<file path="config.mk">
export PLATFORM = sky130hd
export DESIGN_NAME = periph_xbar
export DESIGN_NICKNAME = d
export VERILOG_FILES = /design/src/hdl/sonata_pkg.sv /design/src/hdl/periph_xbar.sv
export SDC_FILE = /design/constraint.sdc
export NUM_CORES = 1
export LEC_CHECK = 0
export BUFFER_PORTS_ARGS = -buffer_cell sky130_fd_sc_hd__buf_4
export CORE_AREA = 8 8 171 173
export DETAILED_ROUTE_END_ITERATION = 8
export DIE_AREA = 0 0 179 181
export PLACE_DENSITY = 0.49
export REMOVE_ABC_BUFFERS = 1
export SKIP_LAST_GASP = 1
export SLEW_MARGIN = 30
export SYNTH_ARGS = -nofsm -noshare
export SYNTH_HDL_FRONTEND = slang
export SYNTH_SLANG_ARGS = --single-unit
</file>
<file path="constraint.sdc">
create_clock -name clk_sys_i -period 2 [get_ports clk_sys_i]
set_clock_uncertainty 0.15 [all_clocks]
set_input_delay 0.1 -clock clk_sys_i [delete_from_list [all_inputs] [get_ports clk_sys_i]]
set_output_delay 0.1 -clock clk_sys_i [all_outputs]
set_load 0.01 [all_outputs]
</file>
<file path="src/hdl/sonata_pkg.sv">
// Shared bus types and address map for the peripheral subsystem
// Devices sit on a 64 KiB stride selected by address bits 19:16
package sonata_pkg;

  typedef logic [31:0] bus_addr_t;
  typedef logic [31:0] bus_data_t;
  typedef logic [3:0]  bus_be_t;
  typedef logic [7:0]  reg_addr_t;    // Register offset inside a device
  typedef logic [15:0] dev_offset_t;  // Full offset field handed to a device
  typedef logic [63:0] mtime_t;

  typedef struct packed {
    logic      req;
    logic      we;
    bus_be_t   be;
    bus_addr_t addr;
    bus_data_t wdata;
  } bus_req_t;

  typedef struct packed {
    logic      rvalid;
    bus_data_t rdata;
    logic      err;
  } bus_rsp_t;

  typedef struct packed {
    logic        req;
    logic        we;
    bus_be_t     be;
    dev_offset_t offset;
    bus_data_t   wdata;
  } dev_req_t;

  typedef enum logic [2:0] {
    GPIO,
    PWM,
    TIMER,
    REV_TAGS,
    NONE
  } bus_device_e;

  localparam int unsigned NrDevices = 4;

  ///////////////////////////////
  // Address map
  ///////////////////////////////

  localparam int unsigned DevSelLsb = 16;
  localparam int unsigned DevSelMsb = 19;

  localparam reg_addr_t GpioOutOffset      = 8'h00;
  localparam reg_addr_t GpioInOffset       = 8'h04;

  localparam reg_addr_t TimerCtrlOffset    = 8'h00;  // Bit 0 is enable
  localparam reg_addr_t TimerLowOffset     = 8'h04;
  localparam reg_addr_t TimerHighOffset    = 8'h08;
  localparam reg_addr_t TimerCmpLowOffset  = 8'h0C;
  localparam reg_addr_t TimerCmpHighOffset = 8'h10;

  // PWM channel n sits at 4*n, duty from bit 0
  localparam int unsigned PwmPeriodLsb = 8;

  // Byte-wise merge of a write into an existing word
  function automatic bus_data_t be_merge(bus_data_t old_q, bus_data_t new_d, bus_be_t be);
    bus_data_t merged;
    for (int b = 0; b < 4; b++) begin
      merged[b*8 +: 8] = be[b] ? new_d[b*8 +: 8] : old_q[b*8 +: 8];
    end
    return merged;
  endfunction

endpackage
</file>
<file path="src/hdl/periph_xbar.sv">
// Single host, fixed one-cycle response, no back-pressure
// Unmapped selects answer with err and zero data
`timescale 1ns/10ps

module periph_xbar (
  input  logic                                            clk_sys_i,
  input  logic                                            rst_sys_ni,
  input  sonata_pkg::bus_req_t                            host_req_i,
  output logic                                            host_gnt_o,
  output sonata_pkg::bus_rsp_t                            host_rsp_o,
  output sonata_pkg::dev_req_t  [sonata_pkg::NrDevices-1:0] dev_req_o,
  input  sonata_pkg::bus_data_t [sonata_pkg::NrDevices-1:0] dev_rdata_i
);
  import sonata_pkg::*;

  bus_device_e dev_sel;
  bus_device_e sel_q;
  logic        rvalid_q;
  logic        we_q;
  bus_data_t   rdata_mux;

  assign host_gnt_o = host_req_i.req;  // Every request is accepted

  ///////////////////////////////
  // Request side
  ///////////////////////////////

  always_comb begin
    unique case (host_req_i.addr[DevSelMsb:DevSelLsb])
      4'd0:    dev_sel = GPIO;
      4'd1:    dev_sel = PWM;
      4'd2:    dev_sel = TIMER;
      4'd3:    dev_sel = REV_TAGS;
      default: dev_sel = NONE;
    endcase
  end

  // Payload is broadcast, only req is steered
  for (genvar i = 0; i < NrDevices; i++) begin : gen_dev_req
    assign dev_req_o[i] = '{
      req:    host_req_i.req & (dev_sel == bus_device_e'(i)),
      we:     host_req_i.we,
      be:     host_req_i.be,
      offset: host_req_i.addr[15:0],
      wdata:  host_req_i.wdata
    };
  end

  ///////////////////////////////
  // Response side
  ///////////////////////////////

  always_ff @(posedge clk_sys_i or negedge rst_sys_ni) begin
    if (!rst_sys_ni) begin
      rvalid_q <= 1'b0;
      we_q     <= 1'b0;
      sel_q    <= NONE;
    end else begin
      rvalid_q <= host_req_i.req;
      if (host_req_i.req) begin
        we_q  <= host_req_i.we;
        sel_q <= dev_sel;
      end
    end
  end

  always_comb begin
    unique case (sel_q)
      GPIO:     rdata_mux = dev_rdata_i[GPIO];
      PWM:      rdata_mux = dev_rdata_i[PWM];
      TIMER:    rdata_mux = dev_rdata_i[TIMER];
      REV_TAGS: rdata_mux = dev_rdata_i[REV_TAGS];
      default:  rdata_mux = '0;
    endcase
  end

  // Writes and errors return zero data
  assign host_rsp_o.rvalid = rvalid_q;
  assign host_rsp_o.err    = rvalid_q & (sel_q == NONE);
  assign host_rsp_o.rdata  = (rvalid_q && !we_q) ? rdata_mux : '0;

endmodule

</file>
== Word-level counts from Yosys, hierarchy flattened ==
Index checks and enable logic that the tools add are counted.
Word-level totals
  logic and storage cells: 26
  register bits: 5
  bits of input ports: 200
Cells by class
  bitwise logic cells: 5
  reduce and logical (&&, ||, !) cells: 5
  eq/ne operators: 10
  muxes and demuxes: 3
Operators by type and width (number)
  32-bit one-hot mux with 4 select lines: 1
  32-bit 2-to-1 mux: 1
  3-bit by 2-bit == test with 1-bit output, second input constant: 4
  3-bit one-hot mux with 4 select lines: 1
  4-bit by 2-bit == test with 1-bit output, second input constant: 2
  3-bit by 1-bit == test with 1-bit output, second input constant: 2
  3-bit logical NOT: 2
  1-bit bitwise AND: 5
  4-bit by 1-bit == test with 1-bit output, second input constant: 1
  4-bit logical NOT: 1
  3-bit == test, second input constant: 1
  1-bit logical AND: 1
  1-bit logical NOT: 1

== Longest topological paths before layout ==
  depth in word-level cells: 4
  depth in mapped cells: 4
  mapped depth without buffers: 2

== Worst setup path before layout ==
OpenSTA, ideal clock, no wires.
  kind: flip-flop to output port
  from: reg sel_q[1]
  to: out host_rsp_o[10] in the netlist's numbering
  cell stages (with the launch flop): 5
  setup slack: 392 ps
  required time: 1750 ps
  data arrival time: 1358 ps
  path buffers: 2
  path through: dfrtp_1 or4b_1 clkbuf_2 buf_6 o22ai_1
RTL lines
  start, declared: RTL line periph_xbar.sv:17  | bus_device_e sel_q;
  start signal, assigned: RTL line periph_xbar.sv:62  | sel_q <= dev_sel;
  end, declared: RTL line periph_xbar.sv:10  | output sonata_pkg::bus_rsp_t host_rsp_o,

==> results_dict.tcl <==
set metrics [dict create \
    vias 2283 \
    ir_drop_v 0.000489 \
    grt_pass1_wl_um 32400 \
    cp.required_ns 1.75 \
    port_buffers 178 \
    wl_um 27400 \
    numPlacedInstances 646 \
    worstPathCellList "buf_12 > mux2i_1 > o22ai_1 > buf_4" \
    start_util_pct 10.5 \
    die_h_um 181 \
    cts_root_buf "clkbuf_16" \
    synth.area.top_cells "buf_4 (58%), mux2i_1 (23%), o22ai_1 (7.2%)" \
    cts.path.max_buffers 2 \
    yosys_warnings 0 \
    htree_levels 1 \
    use_met1_pct 12.5 \
    yosysMostFrequentCell "buf_4" \
    cts_inserted_buffers 3 \
    fin_crit_sh_pct 98.3 \
    crit_slowest_cell "dfrtp_4" \
    cts_tree "built" \
    synth_area_leader_cell "buf_4" \
    synth_edf_count 0 \
    rsz0062_at_grt "true" \
    fin_crit_ns 1.97 \
    place_hpwl_um 24600 \
    worst_pin_slew_ns 0.348 \
    drv_slew 0 \
    netlist.area_leader.share_pct 57.9 \
    ys_ff_latch 5 \
    busiest_layer "met2" \
    clock_latency_ns 0.23 \
    final_cells 656 \
    drive_gt1_share_pct 66.0 \
    setup_viol 0 \
    synth_common_cells "buf_4 (214), mux2i_1 (64), o22ai_1 (32)" \
    clock_sinks 5 \
    p_int_mw 0.688 \
    nNetsFinal 516 \
    p_sw_share_pct 28.6 \
    seq_area_frac_synth_pct 4.55 \
    drv_cap 0 \
    grt_start_max_net_pins 25 \
    finalSetupTns_ns 0 \
    first_global_vias 2514 \
    synth_cells 347 \
    combPwrFrac_pct 53.1 \
    powerDensity_nw_per_um2 305 \
    die_area_sq_um 32400 \
    cp-start-kind "flip-flop" \
    syn_avg_cell_area_sq_um 8.00 \
    slowest_delay_ns 0.52 \
    synth_area_sq_um 2780 \
    p_sw_mw 0.276 \
    drc 0 \
    grt_util_met2_pct 25.4 \
    whs_ns 0.00276 \
    cts.clk_slew.worst_paths_ns 0.03 \
    wire_per_inst_um 41.8 \
    area_growth_pct 14.0 \
    hold_violations 0 \
    met3_usage_pct 17.2 \
    relSlewSlack_pct 76.2 \
    arrival_ns 1.72 \
    via_per_inst 3.48 \
    fmax_ghz 0.509 \
    gr-total-overflow 0 \
    synthArstFlopShare_pct 100 \
    ys.flop_type "dfrtp_1" \
    die_x_um 179 \
    antenna_found_initial 0 \
    dr.pass1.iters 4 \
    ioPinCount 451 \
    crit_type "flip-flop to output pin" \
    fill_cells 3080 \
    coreArea_sq_um 26500 \
    grt_usage_pct 15.8 \
    ant_nets 0 \
    ys_types 21 \
    end_kind "output pin" \
    min_path_type "input pin to flip-flop" \
    clkPwrFrac_pct 34.3 \
    num_antenna_cells 0 \
    seqPwrFrac_pct 12.5 \
    row_count 60 \
    status "finished clean" \
    drt_iter0_markers 101 \
    leakagePower_nw 1.34 \
    worst-path-max-fanout 24 \
    power_mw 0.964 \
    place_congestion 0.713 \
]
## layer usage
layer | vias up | share of wire, %
li1 | 893 | -
met1 | 1009 | 26
met3 | 23 | 25
met5 | - | 0
met4 | 0 | 2.9
met2 | 358 | 46
## layout by cell type (no fill, tap or decap), drive strengths merged
cell and instances:
o32ai 1, nand4bb 2, nand2 1, dfstp 1, dlygate4sd3 4, o22ai 32
nor2 2, dfrtp 4, or3b 1, and4 1, inv 3, o21ai 1
clkbuf 4, or4b 1, mux2i 64, nor3 2, buf 189, o21a 1
mux2 1
## power groups by stage
| stage | clock network [mW] | registers, mW | logic [mW] |
|---|---|---|---|
| floorplan | 0 | 0.142 | 0.143 |
| global placement | 0 | 0.124 | 0.491 |
| detailed placement | 0 | 0.124 | 0.493 |
| CTS | 0.332 | 0.123 | 0.510 |
| global route | 0.344 | 0.123 | 0.553 |
| finish | 0.331 | 0.121 | 0.513 |
## per-stage QoR
| stage | area (sq um) | util, % | setup WS, ns |
|---|---|---|---|
| floorplan | 1080 | - | -0.928 |
| finish | 3160 | 11.9 | 0.0335 |
| detailed placement | 2970 | 11.2 | 0.175 |
| global placement | 2970 | 11.2 | 0.201 |
| global route | 3160 | 11.9 | -0.0226 |
| CTS | 3130 | 11.8 | 0.0155 |
## state kept, by name, indices dropped and copies added, names as in the netlist
register and flops:
we_q 1, rvalid_q 1, sel_q 3
## kinds of logic after synthesis
kind of cell           after synthesis  share of synthesized area (%)
buffers and inverters              232                           61.4
muxes                               65                           23.5
DFF                                  5                           4.55
AOI/OAI and AO/OA                   35                           7.98
and+or+nand+nor                     10                           2.57
## final timing paths
| check | startpoint | endpoint | slack (ns) | depth (start not counted) |
|---|---|---|---|---|
| min in group asynchronous | rst_sys_ni | sel_q[1] | 0.08 | 2 |
| max | sel_q[0] | host_rsp_o[8] | 0.03 | 4 |
| min | host_req_i[68] | we_q | 0.003 | 2 |
| max reg2reg | sel_q[0] | sel_q[0] | 0.44 | 3 |
| min reg2reg | we_q | we_q | 0.38 | 1 |
| max in group asynchronous | rst_sys_ni | sel_q[2] | 1.43 | 2 |
## final cells by class
cell class	count	area, sq um	area share, %
repair buffers	193	1520	47.9
flip-flops and latches	5	130	4.11
inverters	3	11.3	0.356
well taps	341	427	13.5
clock buffers	4	78.8	2.49
multi-input cells	110	1000	31.6
## timing repair
action	in CTS	in global routing
hold endpoints to repair	8	0
resized for setup	8	5
setup buffers	0	2
endpoints found under the setup margin	12	10
pin swaps	0	0
hold buffers	4	0
## critical path, delay by kind of cell, from the launching register on
family | cells | cell delay, ns
flops | 1 | 0.52
buf+inv | 2 | 0.42
mux | 1 | 0.36
compound gates | 1 | 0.16
(Power assumes the default switching activity.)
