[src/hdl/sonata_pkg.sv]
// Shared bus types and address map for the peripheral subsystem
// Devices sit on a 64 KiB stride selected by address bits 19:16
package sonata_pkg;

  typedef logic [31:0] bus_addr_t;
  typedef logic [31:0] bus_data_t;
  typedef logic [3:0]  bus_be_t;
  typedef logic [7:0]  reg_addr_t;    // Register offset inside a device
  typedef logic [15:0] dev_offset_t;  // Full offset field handed to a device
  typedef logic [63:0] mtime_t;

  typedef struct packed {
    logic      req;
    logic      we;
    bus_be_t   be;
    bus_addr_t addr;
    bus_data_t wdata;
  } bus_req_t;

  typedef struct packed {
    logic      rvalid;
    bus_data_t rdata;
    logic      err;
  } bus_rsp_t;

  typedef struct packed {
    logic        req;
    logic        we;
    bus_be_t     be;
    dev_offset_t offset;
    bus_data_t   wdata;
  } dev_req_t;

  typedef enum logic [2:0] {
    GPIO,
    PWM,
    TIMER,
    REV_TAGS,
    NONE
  } bus_device_e;

  localparam int unsigned NrDevices = 4;

  ///////////////////////////////
  // Address map
  ///////////////////////////////

  localparam int unsigned DevSelLsb = 16;
  localparam int unsigned DevSelMsb = 19;

  localparam reg_addr_t GpioOutOffset      = 8'h00;
  localparam reg_addr_t GpioInOffset       = 8'h04;

  localparam reg_addr_t TimerCtrlOffset    = 8'h00;  // Bit 0 is enable
  localparam reg_addr_t TimerLowOffset     = 8'h04;
  localparam reg_addr_t TimerHighOffset    = 8'h08;
  localparam reg_addr_t TimerCmpLowOffset  = 8'h0C;
  localparam reg_addr_t TimerCmpHighOffset = 8'h10;

  // PWM channel n sits at 4*n, duty from bit 0
  localparam int unsigned PwmPeriodLsb = 8;

  // Byte-wise merge of a write into an existing word
  function automatic bus_data_t be_merge(bus_data_t old_q, bus_data_t new_d, bus_be_t be);
    bus_data_t merged;
    for (int b = 0; b < 4; b++) begin
      merged[b*8 +: 8] = be[b] ? new_d[b*8 +: 8] : old_q[b*8 +: 8];
    end
    return merged;
  endfunction

endpackage
[src/hdl/gpio_regs.sv]
// GpoWidth must not exceed 32; gp_i is sampled through two flops
`timescale 1ns/10ps

module gpio_regs #(
  parameter int unsigned GpiWidth = 13,
  parameter int unsigned GpoWidth = 24
) (
  input  logic                  clk_sys_i,
  input  logic                  rst_sys_ni,
  input  sonata_pkg::dev_req_t  dev_req_i,
  output sonata_pkg::bus_data_t rdata_o,
  input  logic [GpiWidth-1:0]   gp_i,
  output logic [GpoWidth-1:0]   gp_o
);
  import sonata_pkg::*;

  reg_addr_t           reg_addr;
  logic                out_wr;
  bus_data_t           gpo_merged;
  bus_data_t           rdata_d;
  logic [GpoWidth-1:0] gpo_q;
  logic [GpiWidth-1:0] gpi_meta_q;
  logic [GpiWidth-1:0] gpi_q;

  assign reg_addr   = dev_req_i.offset[7:0];
  assign out_wr     = dev_req_i.req & dev_req_i.we & (reg_addr == GpioOutOffset);
  assign gpo_merged = be_merge(bus_data_t'(gpo_q), dev_req_i.wdata, dev_req_i.be);

  always_ff @(posedge clk_sys_i or negedge rst_sys_ni) begin
    if (!rst_sys_ni) begin
      gpo_q      <= '0;
      gpi_meta_q <= '0;
      gpi_q      <= '0;
    end else begin
      gpi_meta_q <= gp_i;        // First sync stage
      gpi_q      <= gpi_meta_q;  // Input register
      if (out_wr) begin
        gpo_q <= gpo_merged[GpoWidth-1:0];
      end
    end
  end

  always_comb begin
    unique case (reg_addr)
      GpioOutOffset: rdata_d = bus_data_t'(gpo_q);
      GpioInOffset:  rdata_d = bus_data_t'(gpi_q);
      default:       rdata_d = '0;
    endcase
  end

  // Read data held until the next read
  always_ff @(posedge clk_sys_i) begin
    if (dev_req_i.req && !dev_req_i.we) begin
      rdata_o <= rdata_d;
    end
  end

  assign gp_o = gpo_q;

endmodule

[config.mk]
export PLATFORM = sky130hd
export DESIGN_NAME = gpio_regs
export DESIGN_NICKNAME = d
export VERILOG_FILES = /design/src/hdl/sonata_pkg.sv /design/src/hdl/gpio_regs.sv
export SDC_FILE = /design/constraint.sdc
export NUM_CORES = 1
export LEC_CHECK = 0
export BUFFER_PORTS_ARGS = -buffer_cell sky130_fd_sc_hd__clkbuf_2
export CAP_MARGIN = 40
export CORE_UTILIZATION = 46
export CTS_CLUSTER_SIZE = 10
export DETAILED_ROUTE_END_ITERATION = 16
export PLACE_DENSITY_LB_ADDON = 0.25
export SYNTH_ARGS = -nofsm -noshare
export SYNTH_HDL_FRONTEND = slang
export SYNTH_SLANG_ARGS = --single-unit
[constraint.sdc]
create_clock -name clk_sys_i -period 1.1 [get_ports clk_sys_i]
set_input_delay 0.22 -clock clk_sys_i [delete_from_list [all_inputs] [get_ports clk_sys_i]]
set_output_delay 0.22 -clock clk_sys_i [all_outputs]
set_load 0.02 [all_outputs]
== After elaboration in Yosys (flattened, before gate mapping) ==
Cells that the tools add are included.
Word-level totals
  register bits after elaboration: 82
  input port bits: 69
  output and inout bits: 56
  logic and storage cells: 16
Cells by class
  eq/ne operators: 1
  multiplexer cells: 1
  bitwise operators: 2
  reductions and logical operators: 6
Operators by type and width (number)
  $pmux W24 S2: 1
  $eq A8 B3 Y1 const B: 1
  $logic_not A8 Y1: 1
  $reduce_and A2 Y1: 3
  $and A1 B1 Y1: 2
  $logic_and A1 B1 Y1: 1
  $logic_not A1 Y1: 1

== Longest topological paths before layout ==
Gate-level depths: netlist of the first run.
  word-level depth: 3
  gate-level depth with buffers: 4
  gate-level depth less buffers: 3

== Least setup slack after synthesis of the first run ==
No wires, ideal clock.
  path type: input port to flip-flop
  from: input port dev_req_i[53] (netlist bit)
  to: register rdata_o[0] (enable)
  library setup time: 0.408 ns
  arrival: 1.326 ns
  required time: 0.692 ns
  slack: -0.634 ns
  stages: 1
  buffers on the path: 0
  cell sequence: nor2b_1
On the way
  word-level cells in the longest chain between the ends: 1
Ends and longest elaborated chain
  start, declared: RTL line gpio_regs.sv:10  | input sonata_pkg::dev_req_t dev_req_i,
  $logic_and A1 B1 Y1: RTL line gpio_regs.sv:53  | if (dev_req_i.req && !dev_req_i.we) begin
  end signal, assigned: RTL line gpio_regs.sv:54  | rdata_o <= rdata_d;
  end, declared: RTL line gpio_regs.sv:11  | output sonata_pkg::bus_data_t rdata_o,
No other way between the ends.
A chain may end at the register's enable or synchronous reset.

== Worst setup path in the final report of the first run ==
  from: input port dev_req_i[32] (netlist bit)
  to: register gpo_q[1] (netlist: gp_o[1])
On the way
  word-level cells in the longest chain between the ends: 3
Ends and longest elaborated chain
  $logic_not A8 Y1: RTL line gpio_regs.sv:26  | assign out_wr = dev_req_i.req & dev_req_i.we & (reg_addr == GpioOutOffset);
  $and A1 B1 Y1: RTL line gpio_regs.sv:26
  $reduce_and A2 Y1 (no line)
  end signal, assigned: RTL line gpio_regs.sv:38  | gpo_q <= gpo_merged[GpoWidth-1:0];
  end, declared: RTL line gpio_regs.sv:21  | logic [GpoWidth-1:0] gpo_q;
No other way between the ends.

==> impl_metrics.toml, run 1 <==
[route]
wl_per_cell_um = 15.0
num_vias = 1773
drc_errors = 0
wl_um = 5620
drt-vias-per-instance = 4.73
dr.pass1.iters = 4
drt_first_iter_violations = 51
antenna_left = 0

[cts]
cts_buffer_depth = 2
htree_levels = 3
cts_tree = "built"
cts_inserted_buffers = 9
clkLatencyLatePin_ns = 0.34
cts-root-buf = "clkbuf_8"
path_clk_slew_ns = 0.08
cts.sinks = 74

[outcome]
status = "finished, violations left"
violations = "setup timing"

[cells_and_area]
fillers = 347
antenna_cells = 0
multi_input_area_um2 = 638
nets = 367
drive_above_1_share_pct = 59.1
area_growth_pct = 57.1
regArea_um2 = 1970

[yosys]
yosysMostFrequentCell = "dfrtp_1"
ys_seq_elements = 74
syn-cell-area_um2 = 2650
synthTopCellsByArea = "dfrtp_1 47%, edfxtp_1 27%, mux2_2 10%"
netlist.area_leader.share_pct = 47.2
synth_cells = 145
synth_cell_types = 15
synth_commonest_cells = "50 x dfrtp_1, 24 x edfxtp_1, 24 x mux2_2, 13 x a22o_1, 12 x and3_1"
synth_seq_area_share_pct = 74.4
yosys_warnings = 0
synth-async-reset-ratio_pct = 67.6
synth_flop_cell = "dfrtp_1"
synth_top_area_cell = "dfrtp_1"
synth_area_per_cell_um2 = 18.3
synth_edf_count = 24

[global_routing]
grt_pass1_vias = 1881
grt_max_degree = 51
grt_remaining_overflow = 0
grt_busiest_layer = "met2"
grt_use_met1_pct = 20.7
grt_pass1_wl_um = 8920
use_met3_pct = 4.71
grt_use_total_pct = 20.2
met2_usage_pct = 37.8
antenna_found_initial = 0

[floorplanning]
rows = 27
dieWidth_um = 77.9
initial_core_util_pct = 47.9
fp.dieH_um = 77.9
dieArea_um2 = 6070
io_pins = 125
core_area_um2 = 5540

[sta]
finalCritPeriodShare_pct = 105
min_period_ns = 1.15
setup_viol = 30
fin_skew_ns = 0.00809
fin_ws_ns = -0.0503
max_freq_mhz = 869
finalHoldViolCount = 0
slew_viol_final = 0
rsz0062_at_grt = "true"
tns_ns = -0.400

[critical_path]
end_kind = "register"
cp-start-kind = "input pin"
cp.required_ns = 1.32
crit_fanout = 8
arrival_ns = 1.37
r2r_slack_ns = 0
path_class = "input pin to register"

[worst_hold_path]
hold_path.class = "input pin to register"

[placement]
place_ws_ns = -0.406
dp_hpwl_um = 3690
io_buffers = 99
routabilityCongestion = 0.791

[power_and_ir_drop]
switchingPower_mw = 1.23
combPwrFrac_pct = 8.5
p_total_mw = 5.64
p_sw_share_pct = 21.7
leakagePower_nw = 2.06
p_clk_share_pct = 38.8
p_seq_share_pct = 52.6
worst_ir_drop_vdd_mv = 0.943
p_int_mw = 4.42
power_density_nw_per_um2 = 1350

[job]
cap_viol_max_count = 0
-- per-stage QoR --
step	hold WS (ns)	instance area, um2	std cells	util [%]
after floorplan	-0.0756	2690	152	-
final	0.108	4170	375	75.2
after global placement	0.227	3320	323	59.9
after detailed placement	0.235	3320	323	59.9
after CTS	0.0998	3930	368	71.0
after global routing	0.100	4170	375	75.2
-- kinds of logic after synthesis --
group,after synthesis,synth area share (%)
other cells,1,0.141
compound gates,13,4.29
buf+inv,12,3.26
mux,24,10.2
flops,74,74.4
simple gates,21,7.74
-- what timing repair did --
action | CTS | global route
hold buffers | 14 | 0
hold endpoints to repair | 63 | 0
gates resized for setup | 30 | 91
pin swaps | 3 | 1
endpoints found under the setup margin | 58 | 71
setup buffers | 15 | 7
-- cells in the final DEF, fill, tap and decap left out --
| master | instances |
|---|---|
| clkbuf_2 | 51 |
| dfrtp_1 | 50 |
| buf_6 | 29 |
| buf_4 | 29 |
| clkbuf_8 | 24 |
| edfxtp_1 | 24 |
| mux2_2 | 23 |
| dlygate4sd3_1 | 14 |
| a22o_1 | 13 |
| and3_1 | 11 |
| conb_1 | 8 |
| buf_2 | 5 |
| nand4_4 | 3 |
| clkbuf_16 | 3 |
| buf_12 | 3 |
| nor4_4 | 2 |
| clkbuf_1 | 2 |
| and2_4 | 1 |
| nor3_1 | 1 |
| and3_4 | 1 |
| nor2b_4 | 1 |
| and2_0 | 1 |
| mux2_4 | 1 |
| clkinv_2 | 1 |
| clkinv_4 | 1 |
| buf_8 | 1 |
-- worst max-delay path, cell delays in order --
cell and delay [ns]:
buf_8 0.10, nor4_4 0.31, buf_6 0.18, nand4_4 0.19
mux2_4 0.36
-- worst paths after layout --
path,start,endpoint,cells past startpoint
setup / recovery,dev_req_i[32],gp_o[1],5
hold / removal,dev_req_i[4],gp_o[4],2
setup reg to reg,gp_o[0],rdata_o[0],3
hold reg to reg,gpi_meta_q[4],gpi_q[4],0
max in group asynchronous,rst_sys_ni,gp_o[17],3
min in group asynchronous,rst_sys_ni,gpi_q[5],3
-- layout make-up --
class,count,area share [%]
clock inverter,2,0.330
tap,72,2.16
sequential,74,47.3
clock buffer,14,4.95
timing repair buffer,147,29.9
multi-input combinational,66,15.3
-- registers in the layout (all words and copies together) (netlist names) --
register	cells
gpi_q	13
gpi_meta_q	13
gp_o	24
rdata_o	24
-- power groups by stage --
stage               clock (mW)  sequential [mW]  combinational, mW
CTS                       2.22             2.96              0.441
detailed placement           0             3.02              0.374
finish                    2.19             2.97              0.482
global route              2.35             2.98              0.517
floorplan                    0             3.08             0.0936
global placement             0             3.02              0.369
-- routing by layer --
| layer | vias up | wire [um] |
|---|---|---|
| li1 | 826 | - |
| met1 | 867 | 2040 |
| met2 | 67 | 3210 |
| met3 | 13 | 254 |
| met4 | 0 | 125 |
| met5 | - | 0 |
(Power assumes the default switching activity.)
==> inputs of run 2 (changes only) <==
CORE_UTILIZATION = 48   (was 46)
CTS_BUF_LIST = sky130_fd_sc_hd__clkbuf_8   (was unset)
SLEW_MARGIN = 15   (was unset)
==> run 2 against run 1 <==
Compared with the run above: design area fell by 3.0%; critical path type is now register to primary output; core utilization rose by 2.4 points; power about the same; the run still ends with setup timing left; flip-flop and latch count stayed put; cell count down 2.1%; die area is 4.1% lower; count of clock-buffer cells in the layout shrank 5.
==> impl_metrics.toml, run 2 (synthesis gave the netlist of run 1 again) <==
[outcome]
violations = "setup timing"
status = "finished, violations left"

[cts]
cts_buffer_depth = 2
cts-root-buf = "clkbuf_8"
htree_levels = 3
cts_inserted_buffers = 9
cts_tree = "built"
path_clk_slew_ns = 0.08
clkLatencyLatePin_ns = 0.34
cts.sinks = 74

[global_routing]
grt_pass1_vias = 1813
antenna_found_initial = 0
grt_use_total_pct = 19.7
grt_remaining_overflow = 0
grt_pass1_wl_um = 8650
grt_max_degree = 51

[floorplanning]
rows = 26
fp.dieH_um = 76.3
dieArea_um2 = 5820
io_pins = 125
dieWidth_um = 76.3
core_area_um2 = 5200
initial_core_util_pct = 50.9

[route]
num_vias = 1728
wl_met2_um = 2880
wl_met1_um = 2240
drt_first_iter_violations = 49
met3_length_um = 334
dr.max_layer_used = "met4"
drt-vias-per-instance = 4.71
dr.pass1.iters = 4
antenna_left = 0
drc_errors = 0
wl_um = 5530
wl_per_cell_um = 15.1

[cells_and_area]
multi_input_area_um2 = 638
mostFrequentLayoutCells = "56 x clkbuf_2, 50 x dfrtp_1, 24 x buf_4, 24 x edfxtp_1"
layout_commonest_cell = "clkbuf_2"
antenna_cells = 0
area_growth_pct = 52.4
nets = 361
fillers = 291
regArea_um2 = 1970
drive_above_1_share_pct = 58.6

[critical_path]
crit_fanout = 1
critical_path.top_delay_family = "flip-flops"
r2r-end = "rdata_o[5]"
setup.worst_path.start = "rdata_o[6]"
arrival_ns = 0.92
slowest_stage = "edfxtp_1"
reg2reg_from = "gp_o[5]"
crit_buf_inv = 1
rr_worst_depth = 3
path_class = "register to primary output"
end_kind = "primary output"
crit_chain = "buf_6"
max_stage_delay_ns = 0.43
r2r_slack_ns = 0.01
cp-start-kind = "register"
cp.required_ns = 0.88

[worst_hold_path]
hold-path-endpoint = "gp_o[4]"
hold_path.class = "input pin to register"
hold_path.startpoint = "dev_req_i[4]"
min_path_cells = 2

[sta]
fin_ws_ns = -0.0388
slew_viol_final = 0
fin_skew_ns = 0.0130
finalCritPeriodShare_pct = 104
min_period_ns = 1.14
finalHoldViolCount = 0
whs_ns = 0.112
max_freq_mhz = 878
rsz0062_at_grt = "true"
setup_viol = 17

[power_and_ir_drop]
p_total_mw = 5.64
power_density_nw_per_um2 = 1400
leakagePower_nw = 2.00
worst_ir_drop_vdd_mv = 1.28

[placement]
io_buffers = 99
dp_hpwl_um = 3410
routabilityCongestion = 0.740

[job]
cap_viol_max_count = 0
## run 2: how the worst max path moves through the flow
| stage | endpoint | slack [ns] | depth (start not counted) |
|---|---|---|---|
| 2_1_floorplan | gp_o[0] | -0.31 | 3 |
| 3_3_place_gp | gp_o[2] | -0.36 | 5 |
| 3_5_place_dp | gp_o[8] | -0.38 | 5 |
| 4_1_cts | rdata_o[0] | -0.04 | 1 |
| 5_1_grt | rdata_o[6] | -0.07 | 1 |
| 6_report | rdata_o[6] | -0.04 | 1 |
## run 2: final cells by class
type	instances	share of cell area (%)
flip-flops and latches	74	48.8
clock buffers	9	3.07
well taps	70	2.17
multi-input cells	66	15.8
repair buffers	141	28.0
clock inverters	7	2.14
## run 2: routing by layer
layer	vias up	global-route usage, %
met1	830	22.0
met3	8	5.27
met5	-	0
li1	817	-
met4	0	9.04
met2	73	35.0
## run 2: per-stage QoR
stage / cells / utilization, % / area [um2] / setup TNS, ns / setup slack [ns]
2_1_floorplan: 152 / - / 2690 / -12.69 / -0.305
3_5_place_dp: 319 / 63.2 / 3290 / -13.51 / -0.378
3_3_place_gp: 319 / 63.2 / 3290 / -13.40 / -0.359
6_report: 367 / 77.6 / 4040 / -0.286 / -0.0388
4_1_cts: 363 / 74.4 / 3870 / -0.678 / -0.0422
5_1_grt: 367 / 77.6 / 4040 / -1.56 / -0.0669
## run 2: what timing repair did
| item | 4_1_cts | 5_1_grt |
|---|---|---|
| hold endpoints to repair | 63 | 0 |
| setup buffers | 14 | 4 |
| resized for setup | 29 | 73 |
| setup endpoints to repair | 45 | 69 |
| pin swaps | 1 | 2 |
| hold buffers | 14 | 0 |
| gates cloned | 0 | 0 |
## run 2: power by group
part | internal (mW) | switching, mW
clock network | 1.26 | 0.964
logic | 0.223 | 0.229
registers | 2.93 | 0.0376
total | 4.41 | 1.23
