<file path="src/hdl/sonata_pkg.sv">
// Shared bus types and address map for the peripheral subsystem
// Devices sit on a 64 KiB stride selected by address bits 19:16
package sonata_pkg;

  typedef logic [31:0] bus_addr_t;
  typedef logic [31:0] bus_data_t;
  typedef logic [3:0]  bus_be_t;
  typedef logic [7:0]  reg_addr_t;    // Register offset inside a device
  typedef logic [15:0] dev_offset_t;  // Full offset field handed to a device
  typedef logic [63:0] mtime_t;

  typedef struct packed {
    logic      req;
    logic      we;
    bus_be_t   be;
    bus_addr_t addr;
    bus_data_t wdata;
  } bus_req_t;

  typedef struct packed {
    logic      rvalid;
    bus_data_t rdata;
    logic      err;
  } bus_rsp_t;

  typedef struct packed {
    logic        req;
    logic        we;
    bus_be_t     be;
    dev_offset_t offset;
    bus_data_t   wdata;
  } dev_req_t;

  typedef enum logic [2:0] {
    GPIO,
    PWM,
    TIMER,
    REV_TAGS,
    NONE
  } bus_device_e;

  localparam int unsigned NrDevices = 4;

  ///////////////////////////////
  // Address map
  ///////////////////////////////

  localparam int unsigned DevSelLsb = 16;
  localparam int unsigned DevSelMsb = 19;

  localparam reg_addr_t GpioOutOffset      = 8'h00;
  localparam reg_addr_t GpioInOffset       = 8'h04;

  localparam reg_addr_t TimerCtrlOffset    = 8'h00;  // Bit 0 is enable
  localparam reg_addr_t TimerLowOffset     = 8'h04;
  localparam reg_addr_t TimerHighOffset    = 8'h08;
  localparam reg_addr_t TimerCmpLowOffset  = 8'h0C;
  localparam reg_addr_t TimerCmpHighOffset = 8'h10;

  // PWM channel n sits at 4*n, duty from bit 0
  localparam int unsigned PwmPeriodLsb = 8;

  // Byte-wise merge of a write into an existing word
  function automatic bus_data_t be_merge(bus_data_t old_q, bus_data_t new_d, bus_be_t be);
    bus_data_t merged;
    for (int b = 0; b < 4; b++) begin
      merged[b*8 +: 8] = be[b] ? new_d[b*8 +: 8] : old_q[b*8 +: 8];
    end
    return merged;
  endfunction

endpackage
</file>
<file path="src/hdl/pwm_bank.sv">
// PwmCtrSize up to 8; be[0] writes duty, be[1] writes period
// Output is registered, so it trails the counter by one cycle
`timescale 1ns/10ps

module pwm_bank #(
  parameter int unsigned PwmWidth   = 12,
  parameter int unsigned PwmCtrSize = 8
) (
  input  logic                  clk_sys_i,
  input  logic                  rst_sys_ni,
  input  sonata_pkg::dev_req_t  dev_req_i,
  output sonata_pkg::bus_data_t rdata_o,
  output logic [PwmWidth-1:0]   pwm_o
);
  import sonata_pkg::*;

  localparam int unsigned ChanW = $clog2(PwmWidth);

  reg_addr_t             reg_addr;
  logic [5:0]            chan;
  logic [ChanW-1:0]      chan_idx;
  logic                  chan_ok;
  logic                  wr;
  bus_data_t             rdata_d;
  logic [PwmCtrSize-1:0] duty_q   [PwmWidth];
  logic [PwmCtrSize-1:0] period_q [PwmWidth];
  logic [PwmCtrSize-1:0] ctr_q    [PwmWidth];
  logic [PwmWidth-1:0]   pwm_q;

  assign reg_addr = dev_req_i.offset[7:0];
  assign chan     = reg_addr[7:2];      // One word per channel
  assign chan_idx = chan[ChanW-1:0];
  assign chan_ok  = (chan < PwmWidth);
  assign wr       = dev_req_i.req & dev_req_i.we;

  ///////////////////////////////
  // Channels
  ///////////////////////////////

  for (genvar i = 0; i < PwmWidth; i++) begin : gen_chan
    always_ff @(posedge clk_sys_i or negedge rst_sys_ni) begin
      if (!rst_sys_ni) begin
        duty_q[i]   <= '0;
        period_q[i] <= '0;
        ctr_q[i]    <= '0;
        pwm_q[i]    <= 1'b0;
      end else begin
        if (wr && chan == 6'(i)) begin
          if (dev_req_i.be[0]) begin
            duty_q[i] <= dev_req_i.wdata[PwmCtrSize-1:0];
          end
          if (dev_req_i.be[1]) begin
            period_q[i] <= dev_req_i.wdata[PwmPeriodLsb +: PwmCtrSize];
          end
        end
        // Wrap at period, also catches a period lowered below the count
        if (ctr_q[i] >= period_q[i]) begin
          ctr_q[i] <= '0;
        end else begin
          ctr_q[i] <= ctr_q[i] + 1'b1;
        end
        pwm_q[i] <= (ctr_q[i] < duty_q[i]);
      end
    end
  end

  always_comb begin
    rdata_d = '0;
    if (chan_ok) begin
      rdata_d[PwmCtrSize-1:0]               = duty_q[chan_idx];
      rdata_d[PwmPeriodLsb +: PwmCtrSize] = period_q[chan_idx];
    end
  end

  always_ff @(posedge clk_sys_i) begin
    if (dev_req_i.req && !dev_req_i.we) begin
      rdata_o <= rdata_d;
    end
  end

  assign pwm_o = pwm_q;

endmodule

</file>
<file path="config.mk">
export PLATFORM = sky130hd
export DESIGN_NAME = pwm_bank
export DESIGN_NICKNAME = d
export VERILOG_FILES = /design/src/hdl/sonata_pkg.sv /design/src/hdl/pwm_bank.sv
export SDC_FILE = /design/constraint.sdc
export NUM_CORES = 1
export LEC_CHECK = 0
export BUFFER_PORTS_ARGS = -buffer_cell sky130_fd_sc_hd__buf_2
export CAP_MARGIN = 10
export CORE_ASPECT_RATIO = 1.75
export CORE_MARGIN = 1
export CORE_UTILIZATION = 60
export DETAILED_ROUTE_END_ITERATION = 7
export PLACE_DENSITY = 0.79
export SETUP_SLACK_MARGIN = 0.4
export SLEW_MARGIN = 20
export SYNTH_ARGS = -nofsm -noshare
export SYNTH_HDL_FRONTEND = slang
export SYNTH_SLANG_ARGS = --single-unit
</file>
<file path="constraint.sdc">
create_clock -name clk_sys_i -period 2.7 [get_ports clk_sys_i]
set_clock_uncertainty 0.15 [all_clocks]
set_input_delay 0.135 -clock clk_sys_i [delete_from_list [all_inputs] [get_ports clk_sys_i]]
set_output_delay 0.135 -clock clk_sys_i [all_outputs]
set_load 0.01 [all_outputs]
</file>
# After elaboration in Yosys (flattened, before gate mapping)
# Index checks and enable logic that the tools add are counted.
[totals]
register_bits = 316
inputBits = 56
output_inout_bits = 44
wordCells = 157
[classes]
addsub = 12
magnitude_cmp = 26
n_eq_ne = 11
mux = 18
bitwise_logic = 2
n_reduce_logical = 39
[ops]
columns = ["cell", "count"]
rows = [
  ["2-to-1 mux 8 bit", 16],
  ["adder 8 x 1 -> 8 bit, second input constant", 12],
  ["greater-or-equal comparator 8 bit", 12],
  ["< comparator 8 bit", 12],
  ["binary-select mux 8 bit (select 4 bit)", 2],
  ["AND reduction 2 bit", 24],
  ["== test 6 x 3 -> 1 bit, second input constant", 4],
  ["== test 6 x 4 -> 1 bit, second input constant", 4],
  ["logical AND 1 bit", 13],
  ["== test 6 x 2 -> 1 bit, second input constant", 2],
  ["== test 6 x 1 -> 1 bit, second input constant", 1],
  ["logical NOT 6 bit", 1],
  ["< comparator 6 x 4 -> 1 bit, second input constant", 1],
  ["greater-or-equal comparator 5 bit, second input constant", 1],
  ["NOT 4 -> 5 bit", 1],
  ["bitwise AND 1 bit", 1],
  ["logical NOT 1 bit", 1],
]

# Longest topological paths before layout
# Gate-level depths: netlist of the first run.
[logic_depth]
depth_word = 4
mapped_depth = 6

# Least setup slack after synthesis of the first run
# OpenSTA, ideal clock, no wires.
[synth_path]
path_kind = "input-to-reg"
start = "in dev_req_i[39] (netlist bit)"
end = "reg duty_q[7] (netlist bit)"
arrival_time_ns = 1.705
required_time_ns = 2.425
slack_ns = 0.720
cell_stages = 6
path_buffers = 2
path_cell_list = "or4b_1 > buf_2 > or2_4 > buf_12 > nor2_8 > mux2_2"
[synth_via]
elab_chain_len = 3
[synth_rtl]
columns = ["item", "line", "text"]
rows = [
  ["start, declared", "pwm_bank.sv:11", "input sonata_pkg::dev_req_t dev_req_i,"],
  ["== test 6 x 4 -> 1 bit", "pwm_bank.sv:48", "if (wr && chan == 6'(i)) begin"],
  ["logical AND 1 bit", "pwm_bank.sv:48", ""],
  ["AND reduction 2 bit (no source line)", "--", ""],
  ["end signal, assigned by index", "pwm_bank.sv:50", "duty_q[i] <= dev_req_i.wdata[PwmCtrSize-1:0];"],
  ["end, declared", "pwm_bank.sv:25", "logic [PwmCtrSize-1:0] duty_q [PwmWidth];"],
]
# No other way between the ends.
# A chain may end at the register's enable or synchronous reset.

# Worst setup path after layout of the first run
[layout_path]
start = "reg ctr_q[32] (netlist bit)"
end = "reg ctr_q[35] (netlist bit)"
[layout_via]
elab_chain_len = 2
elab_cells_between_ends = 3
[layout_rtl]
columns = ["item", "line", "text"]
rows = [
  ["start, declared", "pwm_bank.sv:27", "logic [PwmCtrSize-1:0] ctr_q [PwmWidth];"],
  ["start signal, assigned by index", "pwm_bank.sv:60", "ctr_q[i] <= ctr_q[i] + 1'b1;"],
  ["adder 8 x 1 -> 8 bit / greater-or-equal comparator 8 bit (equally long branches)", "pwm_bank.sv:60, pwm_bank.sv:57", ""],
  ["2-to-1 mux 8 bit *", "pwm_bank.sv:57", "if (ctr_q[i] >= period_q[i]) begin"],
]
# Mark *: on every way between the ends. The rest lies on a longest branch, timed or not.

==> results of run 1 <==
## logic make-up after synthesis
logic type | count (synthesis)
buffers and inverters | 241
XOR/XNOR | 72
AO/OA/AOI/OAI | 158
AND/OR/NAND/NOR | 305
other | 1
flip-flops | 316
adder cells (fa/ha/maj) | 192
multiplexers | 240
## layout by cell type, fill, tap and decap left out, types with 17 or more instances in the layout
cell / count
xor2_1: 48
buf_4: 20
nand4_1: 24
dfrtp_1: 300
buf_2: 53
nor2b_1: 19
a21o_1: 45
clkbuf_16: 30
dlygate4sd3_1: 17
xnor2_1: 24
nand2b_1: 24
ha_1: 192
mux2_2: 187
mux4_2: 48
a21oi_1: 27
and3_1: 24
nor2_1: 121
nand3_1: 51
inv_1: 192
## worst reg2reg max path: cells and delay by family, from the launching register on
family | cells | cell delay (ns)
adder cells (fa/ha/maj) | 1 | 0.26
AO/OA/AOI/OAI | 2 | 0.78
AND/OR/NAND/NOR | 2 | 0.32
buffers and inverters | 1 | 0.07
flip-flops | 1 | 0.45
## repair_timing
action,CTS,global route
setup endpoints to repair,0,33
hold buffers,17,0
resized for setup,0,6
setup buffers,0,1
endpoints found under the hold margin,466,0
## routing by layer
layer	global-route usage [%]	routed length (µm)	up-vias
li1	-	-	5545
met1	34.9	16200	6207
met2	55.3	23900	454
met3	2.86	2240	169
met4	24.4	3920	2
met5	0	13	-
## area by class of cell
cell class,instances,area share (%)
clock inverters,8,0.529
inverters,192,3.59
flip-flops and latches,316,39.7
well taps,382,2.38
multi-input cells,983,46.0
repair buffers,95,3.39
clock buffers,43,4.43
## report_power, final
group          internal, mW  leakage, nW  switching [mW]  total [mW]
clock network          2.46        0.486            1.83        4.30
registers              5.18         4.27           0.431        5.61
logic                  1.09         5.08            1.28        2.38
## worst paths after layout
kind / to / slack [ns] / cells past startpoint
setup reg to reg: ctr_q[35]$_DFF_PN0_ / 0.58 / 6
setup / recovery: ctr_q[35]$_DFF_PN0_ / 0.58 / 6
hold / removal: ctr_q[29]$_DFF_PN0_ / -0.01 / 2
min in group clk_sys_i: rdata_o[7]$_SDFFCE_PP0P_ / 0.04 / 3
max in group asynchronous: period_q[62]$_DFFE_PN0P_ / 1.57 / 3
hold reg to reg: ctr_q[24]$_DFF_PN0_ / 0.35 / 1
## flip-flops by register name (all words and copies together) (netlist names)
signal,count
rdata_o,16
ctr_q,96
period_q,96
duty_q,96
pwm_o,12
==> summary.txt, run 1 <==
Setup path
  – Largest delay share family, worst path: compound AO/OA/AOI/OAI gates
  – CP Cell Sequence: inv_1 -> ha_1 -> nand2b_1 -> a2111oi_1 -> o31ai_2 -> nor2_1
  – CP Launch Type: flip-flop
  – CP Capture Type: flip-flop
  – CP max-delay cell: a2111oi_1
  – Top fanout value on the critical path: 8
  – Crit-path max cell delay: 0.55 ns
  – Crit Path Class: flip-flop to flip-flop
  – Arrival time at the worst endpoint: 2.47 ns
  – Crit path from: ctr_q[32]$_DFF_PN0_
  – Reg-to-Reg Start: ctr_q[32]$_DFF_PN0_
  – CP required: 3.06 ns
  – CP Buf/Inv Count: 1

STA
  – Period utilisation layout: 78.5%
  – RSZ-0062 raised after global routing: false
  – Fmax: 0.472 GHz
  – Fin crit period: 2.12 ns
  – Least-Margin Pin Slew: 0.740 ns
  – Setup violations, final: 0
  – Hold slack: -0.00959 ns
  – Fin. Hold Viols: 7
  – Max-slew violations: 0
  – Setup TNS Final: 0 ns
  – Min setup slack post-route: 0.582 ns
  – Slew margin rel.: 50.6%

Clocking
  – CTS clock-pin slew for the worst setup and hold paths: 0.06 ns
  – Clk buf depth: 3
  – TritonCTS clock tree: built
  – Worst-Skew Late Latency: 0.59 ns
  – Clock Sinks: 316
  – CTS root buffer: clkbuf_16
  – CTS H-tree lvls: 1
  – Num CTS Buffers: 30

Drt
  – DR WL/cell: 22.9 µm
  – Final ANT Viol Nets: 0
  – Via count: 12377
  – Post-route DRC: 0
  – Total wire length: 46300 µm
  – DRT iter0 DRCs: 696
  – First drt pass iteration count: 5
  – Vias/cell: 6.13

GRT
  – Number of global-route vias before repair: 13093
  – Pin count of the biggest net entering global routing: 89
  – Gr ovfl total: 0
  – First-pass GRT wire length: 72900 µm
  – Initial antenna violation count: 1
  – Total GRT Usage: 31.5%

Pwr
  – VDD IR max: 0.552 mV
  – Pwr dens: 611 nW/µm²
  – P_leak: 9.84 nW
  – Tot Pwr: 12.3 mW

Place
  – Port Buffer Count: 55
  – Dpl cells: 1950
  – Post-DP Area: 18900 µm²
  – DP HPWL: 34600 µm
  – RePlAce Congestion: 0.900
  – Pre-CTS worst setup slack: 0.431 ns

Floorplanning
  – Die Y: 232 µm
  – Core box area: 29500 µm²
  – Number of top-level pins: 100
  – Initial Utilization: 61.5%
  – Cell Rows: 83
  – Die area: 31000 µm²
  – Chip width: 133 µm

Finish
  – Reg area: 7990 µm²
  – Final non-filler cell total: 2019
  – Final core utilization: 68.2%
  – Antenna cells: 0
  – Share of cells above drive strength 1: 24.0%
  – Multi-input logic area: 9240 µm²
  – Final net count: 1866
  – Layout area overhead: 10.8%
  – Finished Cell Area: 20100 µm²
  – Fill count: 2107

Synthesis
  – Mean post-synth cell area: 11.9 µm²
  – Synth Area in Adders: 13.2%
  – Largest family of logic cells by synthesized area: multiplexers
  – Largest area contributor in the netlist: dfrtp_1
  – Flops & latches, synth: 316
  – Yosys top cell area share: 41.4%
  – Compound-Gate Fraction of Synth Area: 6.66%
  – Cell area after synthesis: 18100 µm²
  – Synthesized instance count: 1525
  – Ys Warns: 0
  – Synth Area in Simple Gates: 9.22%
  – FFs w/ async S/R, synth: 94.9%
  – Number of synthesized flops with an enable pin: 16
  – Commonest cells in the netlist: dfrtp_1 (300), ha_1 (192), inv_1 (192), mux2_2 (187), nor2_1 (121)
  – Multiplexer area fraction after synthesis: 17.9%
  – XOR/XNOR share of the synthesized area: 3.48%
  – Top-count cell post-synth: dfrtp_1
  – Post-synth cell types: 40
  – Register area share after synthesis: 44.0%
  – Main synth FF type: dfrtp_1
  – Synth area leaders: dfrtp_1 (41%), ha_1 (13%), mux2_2 (12%), mux4_2 (6.0%), inv_1 (4.0%)

Status
  – Failing checks: negative hold slack
  – Outcome: finished, violations left

Hold path
  – Hold WC Path Type: primary input to async pin

Flow run
  – Maxcap violations: 0
No activity file was read; power rests on OpenSTA's default activity.
==> run 2, diff against run 1 <==
Clock period 2.7 ns to 2.1 ns, I/O delays scaled along.
==> summary.txt, run 2 (synthesis gave the netlist of run 1 again) <==
Finish
  – Antenna cells: 0 (unchanged)
  – Fill count: 1735 (-18%)
  – Layout area overhead: 24.0%
  – Share of cells above drive strength 1: 41.0% (+17 points)
  – Largest registers: ctr_q x96, duty_q x96, period_q x96
  – Final core utilization: 76.3% (+8.1 points)
  – Most frequent cells in the layout: dfrtp_1 (274), mux2_2 (187), inv_1 (166)
  – Reg area: 8020 µm² (+0.41%)
  – Most common cell after layout, fill and taps aside: dfrtp_1
  – Multi-input logic area: 10700 µm² (+16%)
  – Final net count: 1962 (+5.1%)

Setup path
  – CP required: 2.25 ns (-0.81 ns)
  – CP Cell Sequence: buf_4 -> buf_4 -> mux4_2 -> a221o_1
  – CP Buf/Inv Count: 2 (+1)
  – CP Capture Type: flip-flop
  – Crit Path Class: flip-flop to flip-flop
  – Most used cell, CP: buf_4
  – CP Launch Type: flip-flop
  – Arrival time at the worst endpoint: 2.05 ns (-0.42 ns)
  – Largest delay share family, worst path: multiplexers
  – CP max-delay cell: mux4_2
  – Crit-path max cell delay: 0.49 ns (-0.06 ns)
  – Top fanout value on the critical path: 2 (-6)

STA
  – Max-slew violations: 0 (unchanged)
  – Fin crit period: 1.89 ns (-0.226 ns)
  – Period utilisation layout: 90.1% (+12 points)
  – Fmax: 0.528 GHz (+12%)
  – Least-Margin Pin Slew: 0.562 ns (-0.178 ns)
  – Fin. Hold Viols: 0 (-7)
  – Slew margin rel.: 62.5% (+12 points)
  – Setup violations, final: 0 (unchanged)
  – RSZ-0062 raised after global routing: true

Pwr
  – Sw frac: 30.3% (+1.4 points)
  – P_leak: 10.5 nW (+7.1%)
  – Clock group share of total power: 31.8% (-3.2 points)
  – Pwr dens: 793 nW/µm² (+30%)
  – Sequential Power Share: 40.0% (-5.7 points)
  – Comb power frac: 28.2% (+8.8 points)
  – Tot Pwr: 17.8 mW (+45%)
  – VDD IR max: 0.756 mV (+37%)
  – Net Sw Power: 5.40 mW (+52%)
  – Internal power: 12.4 mW (+42%)

Place
  – DP HPWL: 35300 µm (+1.8%)
  – RePlAce Congestion: 0.906 (+0.58%)
  – Port Buffer Count: 55 (unchanged)

Floorplanning
  – Chip width: 133 µm (unchanged)
  – Core box area: 29500 µm² (unchanged)
  – Initial Utilization: 61.5% (unchanged)
  – Number of top-level pins: 100 (unchanged)
  – Die Y: 232 µm (unchanged)
  – Die area: 31000 µm² (unchanged)
  – Cell Rows: 83 (unchanged)

GRT
  – Pin count of the biggest net entering global routing: 62 (-30%)
  – Number of global-route vias before repair: 14121 (+7.9%)
  – First-pass GRT wire length: 78000 µm (+6.9%)
  – Total GRT Usage: 33.5% (+2.1 points)
  – Gr ovfl total: 0 (unchanged)
  – Initial antenna violation count: 0 (-1)

Clocking
  – TritonCTS clock tree: built
  – CTS root buffer: clkbuf_16
  – CTS clock-pin slew for the worst setup and hold paths: 0.07 ns (about the same)
  – CTS H-tree lvls: 1 (unchanged)
  – Worst-Skew Late Latency: 0.57 ns (-0.02 ns)
  – Clk buf depth: 3 (unchanged)
  – Num CTS Buffers: 29 (-3.3%)
  – Clock Sinks: 316 (unchanged)

Drt
  – DR WL/cell: 24.7 µm (+7.7%)
  – DRT iter0 DRCs: 825 (+19%)
  – Via count: 13303 (+7.5%)
  – Total wire length: 52300 µm (+13%)
  – First drt pass iteration count: 5 (unchanged)
  – Post-route DRC: 0 (unchanged)
  – Vias/cell: 6.28 (+2.5%)
  – Final ANT Viol Nets: 0 (unchanged)

Flow run
  – Maxcap violations: 0 (unchanged)

Hold path
  – Hold WC Path Type: primary input to flip-flop

Status
  – Outcome: finished clean
## run 2: changes by cell type in the layout (fill, tap and decap cells not counted), moves of 37 or more
cell / change
ha_1: -43
buf_4: +70
nor2_4: +37
nor2_1: -60
ha_4: +41
## run 2: power groups by stage
stage               Sequential, mW  Combinational [mW]  Clock (mW)
detailed placement            7.31                3.23           0
CTS                           7.10                4.48        5.72
global route                  7.18                5.41        5.93
global placement              7.30                3.09           0
finish                        7.13                5.03        5.67
floorplan                     7.16                2.16           0
## run 2: cell type report
class	count	area share (%)
inverters	192	3.21
clock inverters	11	0.712
flip-flops and latches	316	35.6
clock buffers	42	3.80
multi-input cells	983	47.6
well taps	382	2.12
repair buffers	192	6.90
## run 2: final timing paths
path | start | end | slack [ns] | cells after the start
worst max-delay path | period_q[68]$_DFFE_PN0P_ | rdata_o[12]$_SDFFCE_PP0P_ | 0.21 | 4
worst min-delay path | dev_req_i[52] | rdata_o[15]$_SDFFCE_PP0P_ | 0.02 | 3
worst max register to register | period_q[68]$_DFFE_PN0P_ | rdata_o[12]$_SDFFCE_PP0P_ | 0.21 | 4
worst min register to register | period_q[87]$_DFFE_PN0P_ | period_q[87]$_DFFE_PN0P_ | 0.39 | 1
max in group asynchronous | rst_sys_ni | ctr_q[43]$_DFF_PN0_ | 0.61 | 4
min in group asynchronous | rst_sys_ni | ctr_q[82]$_DFF_PN0_ | 0.46 | 3
## run 2: worst register-to-register path, stage by stage (launching register included)
cell     delay (ns)
dfrtp_1        0.40
buf_4          0.14
buf_4          0.13
mux4_2         0.49
a221o_1        0.33
## run 2: metal layers
| layer | GRT usage (%) | share of wire, % | up-vias |
|---|---|---|---|
| met5 | 0 | 0 | - |
| met4 | 27.7 | 9.1 | 0 |
| met3 | 3.67 | 5.1 | 236 |
| met2 | 59.0 | 51 | 581 |
| met1 | 36.0 | 34 | 6737 |
| li1 | - | - | 5749 |
## run 2: what timing repair did
item	CTS	global route
hold endpoints to repair	492	0
pin swaps	97	26
gates resized for setup	124	154
setup buffers	53	26
hold buffers	18	0
setup endpoints to repair	114	123
## run 2: per-stage QoR
stage | TNS [ns] | hold slack, ns | worst slack [ns] | cells | cell area, µm²
finish | 0 | 0.0231 | 0.208 | 2118 | 22500
global route | 0 | 0.0338 | 0.127 | 2118 | 22500
CTS | 0 | 0.00910 | 0.313 | 2092 | 21700
detailed placement | -0.206 | -0.0605 | -0.0412 | 1968 | 19300
global placement | -0.646 | -0.0594 | -0.0850 | 1968 | 19300
floorplan | 0 | -0.341 | 0.185 | 1540 | 18500
